--- src/configUartPkg.sv ---
// shared constants for the serial configuration loader
package configUartPkg;

    // line timing
    localparam int unsigned CLOCK_FREQUENCY = 50_000_000;  // system clock in Hz
    localparam int unsigned BAUD_RATE = 115_200;

    // bit-rate counter counts COM_RATE clock cycles per bit
    localparam int COM_COUNT_BITS = 12;
    localparam logic [COM_COUNT_BITS-1:0] COM_RATE =
        COM_COUNT_BITS'(CLOCK_FREQUENCY / BAUD_RATE);  // 434 at 50 MHz

    // quiet line period that closes a session
    localparam logic [14:0] TIMEOUT_CYCLES = 15'd16777;

    // header is three id bytes and a command byte
    localparam logic [23:0] HEADER_ID = 24'h00AAFF;

    // command byte layout
    // bit 7 selects ASCII hex payload over binary
    localparam int CMD_HEX_BIT = 7;
    localparam logic [6:0] CMD_LOAD_A = 7'd1;
    localparam logic [6:0] CMD_LOAD_B = 7'd2;

    // payload is packed msb first into 32-bit words
    localparam int BYTES_PER_WORD = 4;

endpackage

--- src/uartByteReceiver.sv ---
`timescale 1ns/1ps

// 8N1 receiver sampling each bit in the middle of its period
module uartByteReceiver (
    input  logic       CLK,
    input  logic       resetn,
    input  logic       Rx,
    output logic [7:0] rxByte,
    output logic       byteValid
);
    import configUartPkg::*;

    localparam logic [1:0] WAIT_START = 2'd0;
    localparam logic [1:0] START_BIT  = 2'd1;
    localparam logic [1:0] DATA_BITS  = 2'd2;
    localparam logic [1:0] STOP_BIT   = 2'd3;

    logic                      rxSync;
    logic [COM_COUNT_BITS-1:0] comCount;
    logic                      comTick;
    logic [1:0]                state;
    logic [2:0]                bitIndex;

    // Rx is asynchronous to CLK
    always_ff @(posedge CLK or negedge resetn) begin
        if (!resetn) begin
            rxSync <= 1'b1;  // idle line
        end else begin
            rxSync <= Rx;
        end
    end

    // half a period first so that later ticks land mid-bit
    always_ff @(posedge CLK or negedge resetn) begin
        if (!resetn) begin
            comCount <= '0;
            comTick  <= 1'b0;
        end else if (state == WAIT_START) begin
            comCount <= COM_RATE >> 1;
            comTick  <= 1'b0;
        end else if (comCount == '0) begin
            comCount <= COM_RATE - 1'b1;
            comTick  <= 1'b1;
        end else begin
            comCount <= comCount - 1'b1;
            comTick  <= 1'b0;
        end
    end

    always_ff @(posedge CLK or negedge resetn) begin
        if (!resetn) begin
            state    <= WAIT_START;
            bitIndex <= 3'd0;
            rxByte   <= 8'h00;
        end else begin
            case (state)
                WAIT_START: begin
                    if (!rxSync) state <= START_BIT;
                end
                START_BIT: begin
                    if (comTick) begin
                        state    <= DATA_BITS;
                        bitIndex <= 3'd0;
                    end
                end
                DATA_BITS: begin
                    if (comTick) begin
                        rxByte   <= {rxSync, rxByte[7:1]};  // lsb arrives first
                        bitIndex <= bitIndex + 3'd1;
                        if (bitIndex == 3'd7) state <= STOP_BIT;
                    end
                end
                default: begin
                    if (comTick) state <= WAIT_START;  // stop bit level ignored
                end
            endcase
        end
    end

    assign byteValid = (state == STOP_BIT) && comTick;

    singleCycleValid: assert property (@(posedge CLK) disable iff (!resetn)
        byteValid |=> !byteValid);

endmodule

--- src/frameDecoder.sv ---
`timescale 1ns/1ps

// header detection, session timeout and payload decoding
module frameDecoder (
    input  logic       CLK,
    input  logic       resetn,
    input  logic [7:0] rxByte,
    input  logic       byteValid,
    output logic [7:0] dataByte,
    output logic       dataStrobe,
    output logic       frameStart,
    output logic       ComActive,
    output logic [7:0] Command
);
    import configUartPkg::*;

    // idle also takes the first id byte
    localparam logic [2:0] IDLE    = 3'd0;
    localparam logic [2:0] ID1     = 3'd1;
    localparam logic [2:0] ID2     = 3'd2;
    localparam logic [2:0] GET_CMD = 3'd3;
    localparam logic [2:0] EVAL    = 3'd4;
    localparam logic [2:0] PAYLOAD = 3'd5;

    logic [2:0]                       state;
    logic [23:0]                      idReg;
    logic [7:0]                       commandReg;
    logic [$bits(TIMEOUT_CYCLES)-1:0] timeoutCount;
    logic                             timedOut;
    logic                             headerOk;
    logic                             hexMode;
    logic [4:0]                       hexValue;  // bit 4 flags a non-hex character
    logic                             lowNext;
    logic [3:0]                       highNibble;

    function automatic logic [4:0] asciiToNibble(input logic [7:0] c);
        logic [4:0] result;
        if (c >= 8'h30 && c <= 8'h39) begin
            result = {1'b0, 4'(c - 8'h30)};
        end else if (c >= 8'h41 && c <= 8'h46) begin
            result = {1'b0, 4'(c - 8'h37)};  // A..F
        end else if (c >= 8'h61 && c <= 8'h66) begin
            result = {1'b0, 4'(c - 8'h57)};  // a..f
        end else begin
            result = 5'b10000;
        end
        return result;
    endfunction

    assign hexValue  = asciiToNibble(rxByte);
    assign hexMode   = commandReg[CMD_HEX_BIT];
    assign headerOk  = (idReg == HEADER_ID) &&
                       (commandReg[6:0] == CMD_LOAD_A || commandReg[6:0] == CMD_LOAD_B);
    assign timedOut  = (timeoutCount == '0);
    assign ComActive = (state == PAYLOAD);
    assign Command   = commandReg;

    // restarted by every received byte
    always_ff @(posedge CLK or negedge resetn) begin
        if (!resetn) begin
            timeoutCount <= TIMEOUT_CYCLES - 1'b1;
        end else if (state == IDLE || byteValid) begin
            timeoutCount <= TIMEOUT_CYCLES - 1'b1;
        end else if (!timedOut) begin
            timeoutCount <= timeoutCount - 1'b1;
        end
    end

    // a byte arriving in the expiry cycle wins over the timeout
    always_ff @(posedge CLK or negedge resetn) begin
        if (!resetn) begin
            state      <= IDLE;
            commandReg <= 8'h00;
            frameStart <= 1'b0;
        end else begin
            frameStart <= 1'b0;
            case (state)
                IDLE: begin
                    if (byteValid) state <= ID1;
                end
                ID1: begin
                    if (byteValid) state <= ID2;
                    else if (timedOut) state <= IDLE;
                end
                ID2: begin
                    if (byteValid) state <= GET_CMD;
                    else if (timedOut) state <= IDLE;
                end
                GET_CMD: begin
                    if (byteValid) begin
                        commandReg <= rxByte;
                        state      <= EVAL;
                    end else if (timedOut) begin
                        state <= IDLE;
                    end
                end
                EVAL: begin
                    if (headerOk) begin
                        state      <= PAYLOAD;
                        frameStart <= 1'b1;
                    end else begin
                        state <= IDLE;
                    end
                end
                PAYLOAD: begin
                    if (timedOut && !byteValid) state <= IDLE;
                end
                default: state <= IDLE;
            endcase
        end
    end

    always_ff @(posedge CLK) begin
        if (byteValid) begin
            case (state)
                IDLE:    idReg[23:16] <= rxByte;
                ID1:     idReg[15:8]  <= rxByte;
                ID2:     idReg[7:0]   <= rxByte;
                default: ;
            endcase
        end
    end

    // nibble pairing is cleared outside the payload state
    always_ff @(posedge CLK or negedge resetn) begin
        if (!resetn) begin
            dataStrobe <= 1'b0;
            lowNext    <= 1'b0;
        end else begin
            dataStrobe <= 1'b0;
            if (state != PAYLOAD) begin
                lowNext <= 1'b0;
            end else if (byteValid) begin
                if (!hexMode) begin
                    dataStrobe <= 1'b1;
                end else if (hexValue[4]) begin
                    lowNext <= 1'b0;  // junk character restarts the pair
                end else if (lowNext) begin
                    dataStrobe <= 1'b1;
                    lowNext    <= 1'b0;
                end else begin
                    lowNext <= 1'b1;
                end
            end
        end
    end

    always_ff @(posedge CLK) begin
        if (state == PAYLOAD && byteValid) begin
            if (!hexMode) begin
                dataByte <= rxByte;
            end else if (!hexValue[4]) begin
                if (lowNext) dataByte <= {highNibble, hexValue[3:0]};
                else highNibble <= hexValue[3:0];
            end
        end
    end

    frameStartFromEval: assert property (@(posedge CLK) disable iff (!resetn)
        frameStart |-> $past(state) == EVAL);

    strobeInSession: assert property (@(posedge CLK) disable iff (!resetn)
        dataStrobe |-> ComActive);

endmodule

--- src/wordAssembler.sv ---
`timescale 1ns/1ps

// collects payload bytes msb first and publishes each full word
module wordAssembler (
    input  logic        CLK,
    input  logic        resetn,
    input  logic [7:0]  dataByte,
    input  logic        dataStrobe,
    input  logic        frameStart,
    output logic [31:0] WriteData,
    output logic        WriteStrobe
);
    import configUartPkg::*;

    localparam logic [1:0] LAST_POS = 2'(BYTES_PER_WORD - 1);

    logic [1:0]  bytePos;
    logic [23:0] partWord;  // upper three bytes of the word in progress

    always_ff @(posedge CLK or negedge resetn) begin
        if (!resetn) begin
            bytePos     <= 2'd0;
            partWord    <= 24'h000000;
            WriteData   <= 32'h00000000;
            WriteStrobe <= 1'b0;
        end else begin
            WriteStrobe <= 1'b0;
            if (frameStart) begin
                bytePos  <= 2'd0;
                partWord <= 24'h000000;
            end else if (dataStrobe) begin
                bytePos <= bytePos + 2'd1;  // wraps after the last byte
                if (bytePos == LAST_POS) begin
                    // output only moves when a word is complete
                    WriteData   <= {partWord, dataByte};
                    WriteStrobe <= 1'b1;
                end else begin
                    partWord[8*(2-bytePos) +: 8] <= dataByte;
                end
            end
        end
    end

    singleCycleStrobe: assert property (@(posedge CLK) disable iff (!resetn)
        WriteStrobe |=> !WriteStrobe);

endmodule

--- src/configUart.sv ---
`timescale 1ns/1ps

// serial configuration loader built from receiver, decoder and word assembler
module configUart (
    input  logic        CLK,
    input  logic        resetn,
    input  logic        Rx,
    output logic [31:0] WriteData,
    output logic        WriteStrobe,
    output logic        ComActive,
    output logic [7:0]  Command
);

    logic [7:0] rxByte;
    logic       byteValid;
    logic [7:0] dataByte;
    logic       dataStrobe;
    logic       frameStart;

    uartByteReceiver receiver0 (
        .CLK       (CLK),
        .resetn    (resetn),
        .Rx        (Rx),
        .rxByte    (rxByte),
        .byteValid (byteValid)
    );

    frameDecoder decoder0 (
        .CLK        (CLK),
        .resetn     (resetn),
        .rxByte     (rxByte),
        .byteValid  (byteValid),
        .dataByte   (dataByte),
        .dataStrobe (dataStrobe),
        .frameStart (frameStart),
        .ComActive  (ComActive),
        .Command    (Command)
    );

    wordAssembler assembler0 (
        .CLK         (CLK),
        .resetn      (resetn),
        .dataByte    (dataByte),
        .dataStrobe  (dataStrobe),
        .frameStart  (frameStart),
        .WriteData   (WriteData),
        .WriteStrobe (WriteStrobe)
    );

endmodule

--- config.mk ---
export PLATFORM = sky130hd
export DESIGN_NAME = configUart
export DESIGN_NICKNAME = d
export VERILOG_FILES = /design/src/configUartPkg.sv /design/src/uartByteReceiver.sv /design/src/frameDecoder.sv /design/src/wordAssembler.sv /design/src/configUart.sv
export SDC_FILE = /design/constraint.sdc
export NUM_CORES = 1
export LEC_CHECK = 0
export BUFFER_PORTS_ARGS = -buffer_cell sky130_fd_sc_hd__clkbuf_2
export CORE_MARGIN = 2
export CORE_UTILIZATION = 55
export CTS_BUF_LIST = sky130_fd_sc_hd__clkbuf_4 sky130_fd_sc_hd__clkbuf_8 sky130_fd_sc_hd__clkbuf_16
export CTS_CLUSTER_SIZE = 20
export DETAILED_ROUTE_END_ITERATION = 16
export GPL_ROUTABILITY_DRIVEN = 1
export PLACE_DENSITY = 0.71
export SYNTH_ARGS = -nofsm -noshare
export SYNTH_HDL_FRONTEND = slang
export SYNTH_SLANG_ARGS = --single-unit
export TNS_END_PERCENT = 10
--- constraint.sdc ---
create_clock -name CLK -period 3.4 [get_ports CLK]
set_input_delay 0.17 -clock CLK [delete_from_list [all_inputs] [get_ports CLK]]
set_output_delay 0.17 -clock CLK [all_outputs]
set_load 0.03 [all_outputs]
==> run summary <==
Count leader, synth - nand2_1
Root buf cell - clkbuf_16
Cell Pwr Density - 552.3 nW/um^2
Final period util - 77.84%
Fin nets - 653
Leak - 3.396 nW
CP arrival - 2700 ps
Port buffer count - 44
Syn-to-layout area delta - 14.93%
Die ar. - 12690 um^2
H-tree depth - 4
First DRT Iteration DRCs - 321
Pins Over Slew Limit - 0
Critical path startpoint - receiver0.rxByte[1]
VDD IR-drop max - 0.0003896 V
Setup ws final - 753.3 ps
Dpl ws - 760.2 ps
Async S/R FF share, synth - 76.16%
Top cell type's share of synthesized area - 42.39%
CP startpoint kind - flip-flop
Clock Latency Late Sink - 430 ps
Top FF cell, synth - dfrtp_1
Final min period - 2647 ps
Seq/Total Area, Yosys - 61.06%
First-pass GRT wire length - 21.22 mm
Syn nets - 603
WL final - 12.28 mm
Synth area leader - dfrtp_1
Status - finished, final reports clean
Max_cap viols - 0
Clock skew - 17.10 ps
Routed wire length per instance - 15.54 um
CTS buffer count - 17
Critical path required time - 3450 ps
Slew HR - 41.02%
Total Power - 0.004122 W
Peak Freq - 377.8 MHz
CTS clk-pin slew, worst paths - 60 ps
Width of the chip - 112.7 um
Fin. Hold Viols - 0
DR vias - 4443
Unrepaired setup endpoints after global routing - false
Vias per std cell - 5.624
Routability cong. - 0.8848
Post CTS Setup Buffer Count - 0
Cells after Synth - 584
Critical-path maximum fanout - 8
Post-route ant nets - 0
Largest net degree at the start of global routing - 74
Worst-Margin Slew - 884.8 ps
Worst Hold Margin - 381.8 ps
Syn_area_per_cell - 11.12 um^2
PostCTS Resize Cnt - 0
Synthesized flop and latch total - 151
CP Capture Point - decoder0.dataByte[4]
Warnings, synthesis - 0
FF-to-FF setup slack - 750 ps
Share of cells above drive strength 1 - 16.69%
Clock buffer depth - 2
Reg2reg end - decoder0.dataByte[4]
Placed insts - 756
GRT Util Overall - 21.14%
Effective utilization at floorplan - 56.63%
Reg2reg start - receiver0.rxByte[1]
EDFF count, synth - 36
ANT cells - 0
Clock sinks - 151
Router iterations before antenna repair - 4
HP Class - input pin to flip-flop
Post-detail-place hpwl - 8.416 mm
Overflow after GRT - 0
Die H - 112.7 um
CTS tree - yes
Initial antenna violation count - 0
Yosys cell types - 63
Core area - 11470 um^2
Rows - 39
Crit path capture type - flip-flop
Fin cells - 790
Number of global-route vias before repair - 4306
R2R cell count - 6
Post-synth design cell area - 6494 um^2
# setup viols final - 0
CP Class - flip-flop to flip-flop
Synth cell count leaders - 142 x nand2_1, 110 x dfrtp_1, 36 x edfxtp_1
Setup TNS Final - 0 ps
IO Count - 45
Top post-synthesis cells by area - dfrtp_1 42%, edfxtp_1 17%, nand2_1 8.2%
# DRC - 0
==> placed cells by master, fill, tap and decap left out, types with 3 or more instances in the layout <==
cell type | netlist | routed
nand2_1 | 142 | 142
dfrtp_1 | 110 | 110
clkbuf_2 | 0 | 43
edfxtp_1 | 36 | 36
nor2_1 | 33 | 33
a21oi_1 | 26 | 26
clkbuf_16 | 0 | 18
nand3_1 | 17 | 17
a22o_1 | 16 | 16
ha_1 | 16 | 16
inv_1 | 15 | 15
mux2_2 | 12 | 12
o21ai_1 | 9 | 9
o21ai_0 | 9 | 9
nand4_1 | 8 | 8
xor2_1 | 7 | 7
or4_1 | 5 | 5
nor4_1 | 5 | 5
o21a_1 | 5 | 5
and2_1 | 5 | 5
nand2b_1 | 5 | 5
or3_1 | 5 | 5
nor3_1 | 5 | 5
dfstp_2 | 5 | 5
buf_4 | 0 | 5
and3_1 | 4 | 4
xnor2_1 | 4 | 4
nand3b_1 | 4 | 4
nor4_2 | 4 | 4
nor4b_1 | 3 | 3
nor2b_1 | 3 | 3
o31ai_1 | 3 | 3
mux2i_1 | 3 | 3
mux2_1 | 3 | 3
==> routing by layer <==
layer	wire length, um	share of wire, %	vias to the layer above	GRT usage [%]
li1	-	-	2154	-
met1	5623	46	2164	29.41
met2	5825	47	108	32.14
met3	572	4.7	17	4.482
met4	254	2.1	0	9.919
met5	0	0	-	0
==> metrics by stage <==
stage	util (%)	area, um^2
3_5_place_dp	59.76	6853
5_1_grt	65.08	7463
2_1_floorplan	-	6494
3_3_place_gp	59.76	6853
6_report	65.08	7463
4_1_cts	65.08	7463
==> cell type report <==
class	instances	area, um^2
fill	904	4004
sequential	151	3965
multi-input combinational	399	2400
clock buffer	20	465.4
timing repair buffer	50	272.8
tap	143	178.9
clock inverter	12	125.1
inverter	15	56.30
==> state kept, by name, summed over array words and instances (netlist names), 2 cells and up <==
register	flops
assembler0.bytePos	2
receiver0.rxByte	8
receiver0.bitIndex	3
decoder0.highNibble	4
decoder0.idReg	24
decoder0.Command	8
receiver0.comCount	12
assembler0.partWord	24
receiver0.state	2
decoder0.state	3
assembler0.WriteData	32
decoder0.dataByte	8
decoder0.timeoutCount	15
==> power by group <==
| part | total [W] | internal (W) | leakage [nW] | switching [W] |
|---|---|---|---|---|
| Clock | 0.00185 | 0.00114 | 0.288 | 0.000716 |
| Sequential | 0.00198 | 0.00191 | 1.83 | 0.0000674 |
| Combinational | 0.000296 | 0.000120 | 1.28 | 0.000175 |
==> worst min-delay path by stage <==
stage,depth (start not counted),from,endpoint
floorplan,0,resetn,assembler0.WriteData[0]
global placement,1,Rx,receiver0.rxSync
detailed placement,1,Rx,receiver0.rxSync
CTS,2,Rx,receiver0.rxSync
global route,2,Rx,receiver0.rxSync
finish,2,Rx,receiver0.rxSync
==> logic make-up after synthesis <==
family                     synth area share (%)
DFF                                       61.06
xor gates and xnor gates                  1.484
buffers and inverters                     1.984
and+or+nand+nor                           20.19
muxes                                     3.064
AOI/OAI and AO/OA                         9.133
adders and majority gates                 3.083
==> what timing repair did <==
item                                    CTS  global route
endpoints found under the setup margin    0             0
hold endpoints to repair                 72             0
hold buffers                              2             0
==> worst max-delay path: stages, from the launching register on <==
cell and delay, ps:
dfrtp_1 450, inv_1 190, ha_1 190, o21bai_1 100
a2111oi_2 570, o21ai_1 170, a21oi_1 600
(Power assumes the default switching activity.)
